===== src/rtl/UProc_macros.svh =====
`ifndef UPROC_MACROS_SVH
`define UPROC_MACROS_SVH

// Bus widths.
`define DATA_W 16
`define ADDR_W 16

// Number of image words copied out of the EEPROM at boot.
`define BOOT_WORDS 8

// System clocks per SPI clock half period.
`define SPI_DIV 2

// Address bits 15:14 that select the mapped registers.
`define MAP_PREFIX 2'b11

// EEPROM read opcode.
`define EEPROM_READ 8'h03

`endif

===== src/rtl/UProcPkg.sv =====
`default_nettype none

`include "UProc_macros.svh"

package UProcPkg;

	// One request onto the shared SRAM bus.
	typedef struct packed {
		logic               en;
		logic               wr;
		logic [`ADDR_W-1:0] addr;
		logic [`DATA_W-1:0] wrData;
	} memReq_t;

	// APB requester side.
	typedef struct packed {
		logic               psel;
		logic               penable;
		logic               pwrite;
		logic [`ADDR_W-1:0] paddr;
		logic [`DATA_W-1:0] pwdata;
	} apbReq_t;

	// APB completer side.
	typedef struct packed {
		logic [`DATA_W-1:0] prdata;
		logic               pready;
		logic               pslverr;
	} apbRsp_t;

	// CCTRL bit fields.
	typedef struct packed {
		logic       pause;
		logic [9:0] rsvd;
		logic       intEn;
		logic [3:0] intCode;
	} cctrlFields_t;

	// CCTRL as raw bus word or as decoded fields.
	typedef union packed {
		logic [`DATA_W-1:0] raw;
		cctrlFields_t       f;
	} cctrlWord_u;

endpackage

`default_nettype wire


===== src/rtl/UProc.sv =====
`default_nettype none

`include "UProc_macros.svh"

module UProc (
	input  logic               i_sysClk,
	input  logic               i_rstN,

	// Debug host APB.
	input  UProcPkg::apbReq_t  i_apb,
	output UProcPkg::apbRsp_t  o_apb,

	// EEPROM SPI pins.
	input  logic               i_spiMISO,
	output logic               o_spiMOSI,
	output logic               o_spiCLK,
	output logic               o_spiCSn,

	// SRAM pins.
	output logic               o_memEn,
	output logic               o_memWr,
	output logic [`ADDR_W-1:0] o_memAddr,
	output logic [`DATA_W-1:0] o_memWrData,
	input  logic [`DATA_W-1:0] i_memRdData,

	// State and interrupt pins.
	input  logic               i_smDoPause,
	output logic               o_smIsBooted,
	output logic               o_smIsPaused,
	output logic [3:0]         o_intCode,
	output logic               o_intEn
);

	// Requester wires.
	UProcPkg::memReq_t  bootReq, dbgReq;
	logic               bootGrant, dbgGrant, rdValid;
	logic [`DATA_W-1:0] rdData;

	// Mapped register wires.
	logic               mapWrEn, mapRdEn;
	logic [1:0]         mapAddr;
	logic [`DATA_W-1:0] mapWrData, mapRdData;

	// -------------------------------------------------------------------
	// Bootloader copies the EEPROM image into SRAM.
	// -------------------------------------------------------------------
	BootImage BOOT_IMAGE (
		.i_sysClk(i_sysClk), .i_rstN(i_rstN),
		.i_spiMISO(i_spiMISO), .o_spiMOSI(o_spiMOSI),
		.o_spiCLK(o_spiCLK), .o_spiCSn(o_spiCSn),
		.i_grant(bootGrant), .o_req(bootReq),
		.o_nowBooted(o_smIsBooted)
	);

	// Host access.
	DebugPort DEBUG_PORT (
		.i_sysClk(i_sysClk), .i_rstN(i_rstN),
		.i_apb(i_apb), .o_apb(o_apb),
		.o_req(dbgReq), .i_grant(dbgGrant),
		.i_rdValid(rdValid), .i_rdData(rdData),
		.i_isPaused(o_smIsPaused)
	);

	// -------------------------------------------------------------------
	// Shared bus arbiter and decoder.
	// -------------------------------------------------------------------
	MemController MEM_CTRL (
		.i_sysClk(i_sysClk), .i_rstN(i_rstN),
		.i_bootReq(bootReq), .i_dbgReq(dbgReq),
		.o_bootGrant(bootGrant), .o_dbgGrant(dbgGrant),
		.o_rdValid(rdValid), .o_rdData(rdData),
		.o_memEn(o_memEn), .o_memWr(o_memWr),
		.o_memAddr(o_memAddr), .o_memWrData(o_memWrData),
		.i_memRdData(i_memRdData),
		.o_mapWrEn(mapWrEn), .o_mapRdEn(mapRdEn),
		.o_mapAddr(mapAddr), .o_mapWrData(mapWrData),
		.i_mapRdData(mapRdData)
	);

	// Control, status and pause network.
	MappedRegisters MAPPED_REGS (
		.i_sysClk(i_sysClk), .i_rstN(i_rstN),
		.i_wrEn(mapWrEn), .i_rdEn(mapRdEn),
		.i_addr(mapAddr), .i_wrData(mapWrData), .o_rdData(mapRdData),
		.i_smDoPause(i_smDoPause), .i_isBooted(o_smIsBooted),
		.o_isPaused(o_smIsPaused),
		.o_intEn(o_intEn), .o_intCode(o_intCode)
	);

endmodule

`default_nettype wire


===== src/rtl/MappedRegisters.sv =====
`default_nettype none

`include "UProc_macros.svh"

module MappedRegisters (
	input  logic               i_sysClk,
	input  logic               i_rstN,

	// Register strobe.
	input  logic               i_wrEn,
	input  logic               i_rdEn,
	input  logic [1:0]         i_addr,
	input  logic [`DATA_W-1:0] i_wrData,
	output logic [`DATA_W-1:0] o_rdData,

	// Pause network.
	input  logic               i_smDoPause,
	input  logic               i_isBooted,
	output logic               o_isPaused,

	// Interrupt controls.
	output logic               o_intEn,
	output logic [3:0]         o_intCode
);

	// Register offsets.
	localparam logic [1:0] OFS_CCTRL  = 2'd0;
	localparam logic [1:0] OFS_STATUS = 2'd1;

	UProcPkg::cctrlWord_u cctrl;
	logic                 startPause, isPaused;

	always_ff @(posedge i_sysClk) begin
		if (!i_rstN) begin
			cctrl      <= '0;
			startPause <= 1'b0;
			isPaused   <= 1'b0;
		end else begin
			if (i_wrEn && (i_addr == OFS_CCTRL)) begin
				cctrl.raw <= i_wrData;
			end
			// Stage one merges both pause sources.
			startPause <= cctrl.f.pause | i_smDoPause;
			// Stage two only pauses a booted core.
			isPaused   <= startPause & i_isBooted;
		end
	end

	// Read mux.
	always_comb begin
		o_rdData = '0;
		if (i_rdEn) begin
			case (i_addr)
				OFS_CCTRL:  o_rdData = cctrl.raw;
				OFS_STATUS: o_rdData[1:0] = {i_isBooted, isPaused};
				default:    o_rdData = '0;
			endcase
		end
	end

	// Field outputs.
	assign o_isPaused = isPaused;
	assign o_intEn    = cctrl.f.intEn;
	assign o_intCode  = cctrl.f.intCode;

endmodule

`default_nettype wire


===== src/rtl/MemController.sv =====
`default_nettype none

`include "UProc_macros.svh"

module MemController (
	input  logic               i_sysClk,
	input  logic               i_rstN,

	// Requesters.
	input  UProcPkg::memReq_t  i_bootReq,
	input  UProcPkg::memReq_t  i_dbgReq,
	output logic               o_bootGrant,
	output logic               o_dbgGrant,
	output logic               o_rdValid,
	output logic [`DATA_W-1:0] o_rdData,

	// SRAM pins.
	output logic               o_memEn,
	output logic               o_memWr,
	output logic [`ADDR_W-1:0] o_memAddr,
	output logic [`DATA_W-1:0] o_memWrData,
	input  logic [`DATA_W-1:0] i_memRdData,

	// Mapped register strobe.
	output logic               o_mapWrEn,
	output logic               o_mapRdEn,
	output logic [1:0]         o_mapAddr,
	output logic [`DATA_W-1:0] o_mapWrData,
	input  logic [`DATA_W-1:0] i_mapRdData
);

	localparam int BCNT_W = $clog2(`BOOT_WORDS + 1);

	UProcPkg::memReq_t sel;
	logic              selValid, isMap, bootDone, rdPendQ;
	logic [BCNT_W-1:0] bootCnt;

	// -------------------------------------------------------------------
	// Arbitration.
	// -------------------------------------------------------------------

	// Debug locked out until every image word is stored.
	assign bootDone    = (bootCnt == BCNT_W'(`BOOT_WORDS));
	assign o_bootGrant = i_bootReq.en;
	assign o_dbgGrant  = i_dbgReq.en & ~i_bootReq.en & bootDone;
	assign selValid    = o_bootGrant | o_dbgGrant;
	assign sel         = o_bootGrant ? i_bootReq : i_dbgReq;

	// -------------------------------------------------------------------
	// Address decode.
	// -------------------------------------------------------------------

	assign isMap = (sel.addr[`ADDR_W-1 -: 2] == `MAP_PREFIX);

	// SRAM never sees the mapped region.
	assign o_memEn     = selValid & ~isMap;
	assign o_memWr     = selValid & sel.wr & ~isMap;
	assign o_memAddr   = sel.addr;
	assign o_memWrData = sel.wrData;

	// Register strobes on the low address bits.
	assign o_mapWrEn   = selValid & sel.wr & isMap;
	assign o_mapRdEn   = selValid & ~sel.wr & isMap;
	assign o_mapAddr   = sel.addr[1:0];
	assign o_mapWrData = sel.wrData;

	always_ff @(posedge i_sysClk) begin
		if (!i_rstN) begin
			bootCnt <= '0;
			rdPendQ <= 1'b0;
		end else begin
			// Count boot writes.
			if (o_bootGrant && !bootDone) begin
				bootCnt <= bootCnt + 1'b1;
			end
			// Debug SRAM read owed next cycle.
			rdPendQ <= o_dbgGrant & ~sel.wr & ~isMap;
		end
	end

	// -------------------------------------------------------------------
	// Read return.
	// -------------------------------------------------------------------

	// Register reads come back in the grant cycle.
	assign o_rdValid = rdPendQ | o_mapRdEn;
	assign o_rdData  = o_mapRdEn ? i_mapRdData : i_memRdData;

endmodule

`default_nettype wire


===== src/rtl/DebugPort.sv =====
`default_nettype none

`include "UProc_macros.svh"

module DebugPort (
	input  logic               i_sysClk,
	input  logic               i_rstN,

	// APB completer.
	input  UProcPkg::apbReq_t  i_apb,
	output UProcPkg::apbRsp_t  o_apb,

	// SRAM bus request.
	output UProcPkg::memReq_t  o_req,
	input  logic               i_grant,
	input  logic               i_rdValid,
	input  logic [`DATA_W-1:0] i_rdData,

	// Processor state.
	input  logic               i_isPaused
);

	// Transfer states.
	localparam logic [1:0] ST_IDLE = 2'd0;
	localparam logic [1:0] ST_REQ  = 2'd1;
	localparam logic [1:0] ST_WAIT = 2'd2;
	localparam logic [1:0] ST_DONE = 2'd3;

	logic [1:0]         state;
	logic               reqEn, reqWr, errQ;
	logic [`ADDR_W-1:0] reqAddr;
	logic [`DATA_W-1:0] reqData, rdDataQ;
	logic               accept, isMap, refuse;

	// First access phase cycle.
	assign accept = (state == ST_IDLE) && i_apb.psel && i_apb.penable;
	assign isMap  = (i_apb.paddr[`ADDR_W-1 -: 2] == `MAP_PREFIX);
	// SRAM writes need a paused core.
	assign refuse = i_apb.pwrite & ~isMap & ~i_isPaused;

	always_ff @(posedge i_sysClk) begin
		if (!i_rstN) begin
			state <= ST_IDLE;
			reqEn <= 1'b0;
			errQ  <= 1'b0;
		end else begin
			case (state)
				ST_IDLE: begin
					if (accept) begin
						reqWr   <= i_apb.pwrite;
						reqAddr <= i_apb.paddr;
						reqData <= i_apb.pwdata;
						errQ    <= refuse;
						reqEn   <= ~refuse;
						state   <= refuse ? ST_DONE : ST_REQ;
					end
				end
				ST_REQ: begin
					// Mapped reads return with the grant.
					if (i_rdValid) begin
						rdDataQ <= i_rdData;
						reqEn   <= 1'b0;
						state   <= ST_DONE;
					end else if (i_grant) begin
						reqEn <= 1'b0;
						state <= reqWr ? ST_DONE : ST_WAIT;
					end
				end
				ST_WAIT: begin
					if (i_rdValid) begin
						rdDataQ <= i_rdData;
						state   <= ST_DONE;
					end
				end
				default: begin
					state <= ST_IDLE;
				end
			endcase
		end
	end

	// Response decodes straight from state.
	assign o_apb = '{prdata: rdDataQ, pready: (state == ST_DONE),
	                 pslverr: (state == ST_DONE) && errQ};
	assign o_req = '{en: reqEn, wr: reqWr, addr: reqAddr, wrData: reqData};

endmodule

`default_nettype wire


===== src/rtl/BootImage.sv =====
`default_nettype none

`include "UProc_macros.svh"

module BootImage (
	// EEPROM pins.
	input  logic               i_sysClk,
	input  logic               i_rstN,
	input  logic               i_spiMISO,
	output logic               o_spiMOSI,
	output logic               o_spiCLK,
	output logic               o_spiCSn,

	// SRAM bus request.
	input  logic               i_grant,
	output UProcPkg::memReq_t  o_req,

	// Boot complete flag.
	output logic               o_nowBooted
);

	// FSM states.
	localparam logic [2:0] ST_IDLE = 3'd0;
	localparam logic [2:0] ST_CMD  = 3'd1;
	localparam logic [2:0] ST_DATA = 3'd2;
	localparam logic [2:0] ST_REQ  = 3'd3;
	localparam logic [2:0] ST_DONE = 3'd4;

	// Opcode plus 16-bit start address.
	localparam int CMD_BITS = 24;
	localparam int WCNT_W   = $clog2(`BOOT_WORDS);
	localparam int DIV_W    = $clog2(`SPI_DIV) + 1;

	logic [2:0]          state;
	logic [DIV_W-1:0]    divCnt;
	logic                spiClk, csN, reqEn, booted;
	logic [4:0]          bitCnt;
	logic [WCNT_W-1:0]   wordCnt;
	logic [CMD_BITS-1:0] cmdShift;
	logic [`DATA_W-1:0]  rxShift, wordQ;
	logic                halfTick, riseEdge, fallEdge, lastWord;

	// -------------------------------------------------------------------
	// SPI clock divider, mode 0.
	// -------------------------------------------------------------------

	// Clock only runs while shifting.
	assign halfTick = ((state == ST_CMD) || (state == ST_DATA)) &&
	                  (divCnt == DIV_W'(`SPI_DIV - 1));
	assign riseEdge = halfTick & ~spiClk;
	assign fallEdge = halfTick & spiClk;
	assign lastWord = (wordCnt == WCNT_W'(`BOOT_WORDS - 1));

	always_ff @(posedge i_sysClk) begin
		if (!i_rstN) begin
			state   <= ST_IDLE;
			divCnt  <= '0;
			spiClk  <= 1'b0;
			csN     <= 1'b1;
			reqEn   <= 1'b0;
			booted  <= 1'b0;
			bitCnt  <= '0;
			wordCnt <= '0;
		end else begin
			if ((state == ST_CMD) || (state == ST_DATA)) begin
				divCnt <= halfTick ? '0 : divCnt + 1'b1;
			end
			if (halfTick) begin
				spiClk <= ~spiClk;
			end
			// Sample MISO on rising SCK.
			if (riseEdge) begin
				bitCnt  <= bitCnt + 1'b1;
				rxShift <= {rxShift[`DATA_W-2:0], i_spiMISO};
			end
			// Advance MOSI on falling SCK.
			if (fallEdge) begin
				cmdShift <= {cmdShift[CMD_BITS-2:0], 1'b0};
			end

			case (state)
				ST_IDLE: begin
					// Select EEPROM and load read command.
					csN      <= 1'b0;
					cmdShift <= {`EEPROM_READ, 16'h0000};
					state    <= ST_CMD;
				end
				ST_CMD: begin
					if (fallEdge && (bitCnt == 5'(CMD_BITS))) begin
						bitCnt <= '0;
						state  <= ST_DATA;
					end
				end
				ST_DATA: begin
					// Word done after its last falling edge.
					if (fallEdge && (bitCnt == 5'(`DATA_W))) begin
						bitCnt <= '0;
						wordQ  <= rxShift;
						reqEn  <= 1'b1;
						csN    <= lastWord;
						state  <= ST_REQ;
					end
				end
				ST_REQ: begin
					// Hold write until the arbiter takes it.
					if (i_grant) begin
						reqEn <= 1'b0;
						if (lastWord) begin
							booted <= 1'b1;
							state  <= ST_DONE;
						end else begin
							wordCnt <= wordCnt + 1'b1;
							state   <= ST_DATA;
						end
					end
				end
				ST_DONE: begin
					state <= ST_DONE;
				end
				default: begin
					state <= ST_IDLE;
				end
			endcase
		end
	end

	// Pins and request.
	assign o_spiMOSI   = cmdShift[CMD_BITS-1];
	assign o_spiCLK    = spiClk;
	assign o_spiCSn    = csN;
	assign o_nowBooted = booted;
	assign o_req       = '{en: reqEn, wr: 1'b1, addr: `ADDR_W'(wordCnt), wrData: wordQ};

endmodule

`default_nettype wire


===== config.mk =====
export PLATFORM = sky130hd
export DESIGN_NAME = UProc
export DESIGN_NICKNAME = d
export VERILOG_FILES = /design/src/rtl/UProcPkg.sv /design/src/rtl/UProc.sv /design/src/rtl/MappedRegisters.sv /design/src/rtl/MemController.sv /design/src/rtl/DebugPort.sv /design/src/rtl/BootImage.sv
export VERILOG_INCLUDE_DIRS = /design/src /design/src/rtl
export SDC_FILE = /design/constraint.sdc
export NUM_CORES = 1
export LEC_CHECK = 0
export ABC_AREA = 1
export BUFFER_PORTS_ARGS = -buffer_cell sky130_fd_sc_hd__buf_4
export CAP_MARGIN = 5
export CORE_UTILIZATION = 50
export CTS_CLUSTER_DIAMETER = 30
export DETAILED_ROUTE_END_ITERATION = 16
export HOLD_SLACK_MARGIN = 0.1
export MAX_ROUTING_LAYER = met4
export PLACE_DENSITY = 0.84
export SLEW_MARGIN = 30
export SYNTH_ARGS = -nofsm -noshare
export SYNTH_HDL_FRONTEND = slang
export SYNTH_HIERARCHICAL = 1
export SYNTH_SLANG_ARGS = --single-unit

===== constraint.sdc =====
create_clock -name i_sysClk -period 2.9 [get_ports i_sysClk]
set_input_delay 0.58 -clock i_sysClk [delete_from_list [all_inputs] [get_ports i_sysClk]]
set_output_delay 0.58 -clock i_sysClk [all_outputs]
set_load 0.01 [all_outputs]

# Word level (Yosys, flattened, before mapping)
# Index checks and enable logic that the tools add are counted.
[word_totals] reg_bits=133 latchBits=0 ram_bits=0 rom_bits=0 inputBits=55 output_inout_bits=62 elab_cells=135 memories=0
[op_classes] addsub=4 n_mul=0 n_div=0 magnitude_cmp=0 eq_ne=21 shift=0 n_mux=30 bitwise_logic=26 reduce_logical=31
[ops] operator="two-way mux 33 bit" count=1
[ops] operator="two-way mux 24 bit" count=1
[ops] operator="AND reduction 3 bit" count=8
[ops] operator="two-way mux 16 bit" count=1
[ops] operator="bitwise AND 1 bit" count=15
[ops] operator="two-way mux 5 bit" count=3
[ops] operator="one-hot mux 3 bit (5 select lines)" count=1
[ops] operator="two-way mux 14 bit" count=1
[ops] operator="two-way mux 2 bit" count=6
[ops] operator="two-way mux 3 bit" count=4
[ops] operator="equality test 5 bit (second input constant)" count=2
[ops] operator="one-hot mux 5 bit (2 select lines)" count=1
[ops] operator="AND reduction 2 bit" count=5
[ops] operator="equality test 2 bit (second input constant)" count=4
[ops] operator="logical AND 1 bit" count=8
[ops] operator="inverter 1 bit" count=8
[ops] operator="nonzero test 2 bit" count=4
[ops] operator="equality test 2 x 1 -> 1 bit (second input constant)" count=3
[ops] operator="equality test 3 x 2 -> 1 bit (second input constant)" count=2
[ops] operator="equality test 3 bit (second input constant)" count=2
[ops] operator="two-way mux 1 bit" count=6
[ops] operator="inequality test 2 x 1 -> 1 bit (second input constant)" count=3
[ops] operator="one-hot mux 1 bit (2 select lines)" count=3
[ops] operator="one-hot mux 2 bit (3 select lines)" count=1
[ops] operator="15 further kinds" count=19

# Depth between registers and ports, before layout
[logic_depth] depth_word=9 mapped_depth=15

# Modules after synthesis
# The synthesis kept the hierarchy.
[modules_own_cells] mod="BootImage" instances=1 cells_each=190 area_per_inst_um2=2301.0 seq_area_each_um2=1541.5
[modules_own_cells] mod="DebugPort" instances=1 cells_each=103 area_per_inst_um2=1813.0 seq_area_each_um2=1551.5
[modules_own_cells] mod="MemController" instances=1 cells_each=224 area_per_inst_um2=1118.6 seq_area_each_um2=100.1
[modules_own_cells] mod="MappedRegisters" instances=1 cells_each=155 area_per_inst_um2=987.2 seq_area_each_um2=360.3

# Worst setup path before layout
# No wires, ideal clock.
[synth_path] path_type="register to register" startpoint="reg BOOT_IMAGE.reqEn" endpoint="reg DEBUG_PORT.rdDataQ[0] (enable)" setup_ns=0.409 arrival_time_ns=2.459 required_time_ns=2.491 path_slack_ns=0.031 stages_incl_launch_ff=11 n_path_buf=3 synth_period_minus_slack_ns=2.869 path_cell_list="dfxtp_1 buf_4 buf_6 nand2_1 nand2_1 nor2_8 nand2_4 buf_6 nand2_1 inv_1 nor3_1"
[synth_between] elab_chain_cells=8 word_cells_on_any_way=11 cone_classes="eq/ne (1); mux (1); bitwise (8); reduce/logical (1)"
[synth_lines] element="from (decl)" line="BootImage.sv:36" text="logic spiClk, csN, reqEn, booted;"
[synth_lines] element="from (signal assigned)" line="BootImage.sv:60" text="reqEn <= 1'b0;"
[synth_lines] element="from (signal assigned)" line="BootImage.sv:99" text="reqEn <= 1'b1;"
[synth_lines] element="from (signal assigned)" line="BootImage.sv:107" text="reqEn <= 1'b0;"
[synth_lines] element="inverter 1 bit" line="MemController.sv:45" text="assign o_dbgGrant = i_dbgReq.en & ~i_bootReq.en & bootDone;"
[synth_lines] element="bitwise AND 1 bit (2 in series)" line="MemController.sv:45"
[synth_lines] element="OR 1 bit" line="MemController.sv:46" text="assign selValid = o_bootGrant | o_dbgGrant;"
[synth_lines] element="bitwise AND 1 bit" line="MemController.sv:63" text="assign o_mapRdEn = selValid & ~sel.wr & isMap;"
[synth_lines] element="bitwise AND 1 bit *" line="MemController.sv:63"
[synth_lines] element="OR 1 bit *" line="MemController.sv:86" text="assign o_rdValid = rdPendQ | o_mapRdEn;"
[synth_lines] element="named net rdValid" line="UProc.sv:36" text="logic bootGrant, dbgGrant, rdValid;"
[synth_lines] element="AND reduction 3 bit (no line) *"
[synth_lines] element="to (signal assigned)" line="DebugPort.sv:61" text="rdDataQ <= i_rdData;"
[synth_lines] element="to (signal assigned)" line="DebugPort.sv:71" text="rdDataQ <= i_rdData;"
[synth_lines] element="to (decl)" line="DebugPort.sv:32" text="logic [`DATA_W-1:0] reqData, rdDataQ;"
# The timed path passes the listed nets; every way through them passes the cells marked *.
# A chain may end at the register's enable or synchronous reset.

# Worst setup path in the final report
[layout_path] startpoint="reg MEM_CTRL.bootCnt[0]" endpoint="out o_memWr"
[layout_between] elab_chain_cells=5
[layout_lines] element="from (decl)" line="MemController.sv:36" text="logic [BCNT_W-1:0] bootCnt;"
[layout_lines] element="from (signal assigned)" line="MemController.sv:74" text="bootCnt <= bootCnt + 1'b1;"
[layout_lines] element="equality test 4 bit" line="MemController.sv:43" text="assign bootDone = (bootCnt == BCNT_W'(`BOOT_WORDS));"
[layout_lines] element="bitwise AND 1 bit" line="MemController.sv:45"
[layout_lines] element="OR 1 bit" line="MemController.sv:46"
[layout_lines] element="bitwise AND 1 bit (2 in series)" line="MemController.sv:57" text="assign o_memWr = selValid & sel.wr & ~isMap;"
[layout_lines] element="to (decl)" line="UProc.sv:21" text="output logic o_memWr,"
# No other way between the ends.

==> flow_summary_export.csv <==
group,metric,value,unit
run_status,outcome,"finished, final reports clean",
sta,rsz0062_at_grt,"false",
worst_hold_path,hold_start,"i_apb[1]",
sta,setup_viol,0,
worst_setup_path,r2r_slack,0.56,ns
worst_setup_path,worstPathRequired,2.32,ns
yosys,synthCells,672,
power_and_ir_drop,clkPwrFrac,0.413,
yosys,synthAdderAreaFrac,0.02012,
die,die_height,113.5,µm
grt,grt_start_max_net_pins,33,
placed_design,dp.cells,918,
sta,min_period,2.493,ns
power_and_ir_drop,combPwrFrac,0.157,
job,drv_cap,0,
yosys,syn_area,6220,µm²
worst_setup_path,critPathLaunch,"MEM_CTRL/bootCnt[0]$_SDFFE_PN0P_",
placed_design,io_buffers,116,
die,core,12060,µm²
power_and_ir_drop,peakVddDrop,0.4548,mV
clock_network,clk_latency,0.42,ns
clock_network,cts_sinks,133,
clock_network,cts_buffers,17,
sta,max_freq,0.4011,GHz
clock_network,cts_max_path_buffers,2,
grt,grt_pass1_wl,20.33,mm
sta,hold_slack,0.3358,ns
die,boundaryPins,117,
routing,routed_wl,12.55,mm
yosys,seq_area_frac_synth,0.5713,
worst_setup_path,crit_path_start_kind,"flop",
sta,finalCritPeriodShare,0.8596,
clock_network,cts.repair.resized,0,
worst_setup_path,cp_max_fo,19,
power_and_ir_drop,p_int,3.959,mW
clock_network,clkTransAtPathRegs,0.05,ns
grt,grt_pass1_vias,4194,
worst_setup_path,cp_top_family,"simple AND/OR/NAND/NOR gates",
yosys,synth_top_family_by_area,"simple AND/OR/NAND/NOR gates",
yosys,synth_mux_area_frac,0,
sta,slew_violations,0,
sta,worst_pin_slew,0.5488,ns
yosys,ys_warn_count,6,
finish,syn2layout_area_growth,22.55,%
sta,fin_skew,0.009269,ns
finish,finalNetCount,834,
sta,timing.setup.tns,0,ns
clock_network,cts_hold_buffers,0,
yosys,synthXorXnorAreaFrac,0.005633,
clock_network,htreeDepth,4,
yosys,syn_avg_cell_area,9.256,µm²
placed_design,globalplace.congestion,0.8411,
yosys,synth_compound_area_frac,0.04225,
worst_setup_path,crit_type,"flop to output pin",
power_and_ir_drop,seqPwrFrac,0.430,
routing,wire_per_inst,13.21,µm
routing,drt_drc_violations_left,0,
routing,vias_per_cell,4.727,
finish,fillerInstances,964,
routing,ant_nets,0,
clock_network,tritoncts,"yes",
worst_setup_path,cp.arrival,1.91,ns
worst_hold_path,hold_path.class,"input port to flop",
yosys,yosys.area_share.simple,0.2480,
power_and_ir_drop,power.switching,1.380,mW
finish,finalNonFillerCells,950,
sta,hold_violations,0,
placed_design,dp_hpwl,9.004,mm
routing,drt_iter0_markers,257,
die,start_util,0.5157,
die,rows,40,
clock_network,post_cts_buffers,0,
worst_setup_path,slowest_stage,"dfxtp_1",
yosys,yosys.cell_types.count,38,
power_and_ir_drop,swShare,0.2585,
die,die_w,113.5,µm
grt,grt_antenna_before_repair,0,
finish,drive_gt1_frac,0.2494,
grt,grt_util_all_layers,0.2153,
worst_setup_path,cp-end-kind,"output pin",
routing,num_vias,4491,
die,die_area,12890,µm²
finish,antenna_cells,0,
worst_setup_path,path_cells,"inv_1 > ha_1 > nand2_1 > inv_1 > nand3_2 > nand2_2 > nand2_1 > nor2_1 > buf_4",
worst_setup_path,path_buf_inv,3,
power_and_ir_drop,cellPowerDensity,700.5,nW/µm²
yosys,synth_seq_cells,133,
worst_setup_path,max_stage_delay,0.32,ns
grt,gr-total-overflow,0,
sta,maxSlewHeadroom,0.6333,
routing,dr.pass1.iters,5,
worst_setup_path,rr_startpoint,"BOOT_IMAGE/reqEn$_SDFFE_PN0P_",
clock_network,cts_root_buf,"clkbuf_16",
power_and_ir_drop,p_leak,3.358,nW
## path summary, 6_finish.rpt
path | endpoint | depth (start not counted)
worst max-delay path | o_memWr | 9
worst min-delay path | DEBUG_PORT/reqData[1]$_DFFE_PP_ | 1
worst max register to register | DEBUG_PORT/rdDataQ[7]$_DFFE_PP_ | 9
worst min register to register | BOOT_IMAGE/wordQ[15]$_DFFE_PP_ | 0
## power groups by stage
| stage | Sequential (mW) | Clock, mW | Combinational, mW |
|---|---|---|---|
| final | 2.30 | 2.21 | 0.836 |
| after global routing | 2.31 | 2.32 | 0.936 |
| after CTS | 2.30 | 2.23 | 0.840 |
| after detailed placement | 2.33 | 0 | 0.827 |
| after global placement | 2.33 | 0 | 0.807 |
| after floorplan | 2.32 | 0 | 0.608 |
## cell type report
cell class              instances  area, µm²  share of cell area
multi-input cells             423       2033              0.2667
flip-flops and latches        133       3553              0.4662
inverters                      68      255.2             0.03349
clock buffers                  18      429.2             0.05630
repair buffers                126      958.4              0.1257
well taps                     168      210.2             0.02758
clock inverters                14      182.7             0.02397
## cell usage in the layout (no fill, tap or decap), drive strengths merged
cell type and count:
buf 126, clkinvlp 3, xnor2 1, nand3 50, dfxtp 44, o22ai 1, nand3b 1, conb 14
clkinv 7, bufinv 4, nand2 203, inv 68, nor3 3, a21boi 1, nand4 5, o21a 1
a21oi 31, nor2 81, xor2 3, a31oi 2, edfxtp 89, or2 2, ha 10, o21ai 14
clkbuf 18
## routing by layer
layer	track usage	routed length, µm	up-vias
met3	0.05101	517	29
li1	-	-	2312
met2	0.3419	6106	116
met4	0.09474	355	0
met1	0.2630	5565	2034
met5	-	0	-
## cells by family after synthesis
group,after synthesis
fa+ha+maj,10
flops,133
compound gates,50
other cells,2
xor+xnor,4
buf+inv,128
simple gates,345
## sequential cells by signal, indices dropped and copies added, names as in the netlist, 3 cells and up
| signal | flops |
|---|---|
| BOOT_IMAGE/wordCnt | 3 |
| MEM_CTRL/bootCnt | 4 |
| DEBUG_PORT/reqData | 16 |
| BOOT_IMAGE/bitCnt | 5 |
| MAPPED_REGS/cctrl | 16 |
| DEBUG_PORT/rdDataQ | 16 |
| BOOT_IMAGE/wordQ | 16 |
| BOOT_IMAGE/cmdShift | 8 |
| DEBUG_PORT/reqAddr | 16 |
| BOOT_IMAGE/rxShift | 16 |
| BOOT_IMAGE/state | 3 |
## through the flow
stage | setup WS [ns] | utilization | instance area, µm² | total power, mW
final | 0.4071 | 0.6320 | 7622 | 5.339
after CTS | 0.3810 | 0.6320 | 7622 | 5.368
after floorplan | 0.03128 | - | 6265 | 2.927
after detailed placement | 0.5754 | 0.5812 | 7010 | 3.161
after global placement | 0.6524 | 0.5812 | 7010 | 3.134
after global routing | 0.2135 | 0.6320 | 7622 | 5.570
## cells in the mapped netlist, drive strengths merged
master,number,share of area
xnor2,1,0.0014
nand2,203,0.13
clkbuf,7,0.0048
or2,2,0.0024
edfxtp,89,0.43
clkinv,1,0.00060
conb,2,0.0012
buf,53,0.066
a31oi,2,0.0020
nor3,3,0.0032
o21a,1,0.0012
ha,10,0.020
o21ai,14,0.012
o22ai,1,0.0010
nand4,5,0.0050
nand3b,1,0.0012
xor2,3,0.0042
nor2,81,0.059
a21oi,31,0.025
inv,67,0.040
dfxtp,44,0.14
nand3,50,0.046
a21boi,1,0.0012
No activity file was read; power rests on OpenSTA's default activity.
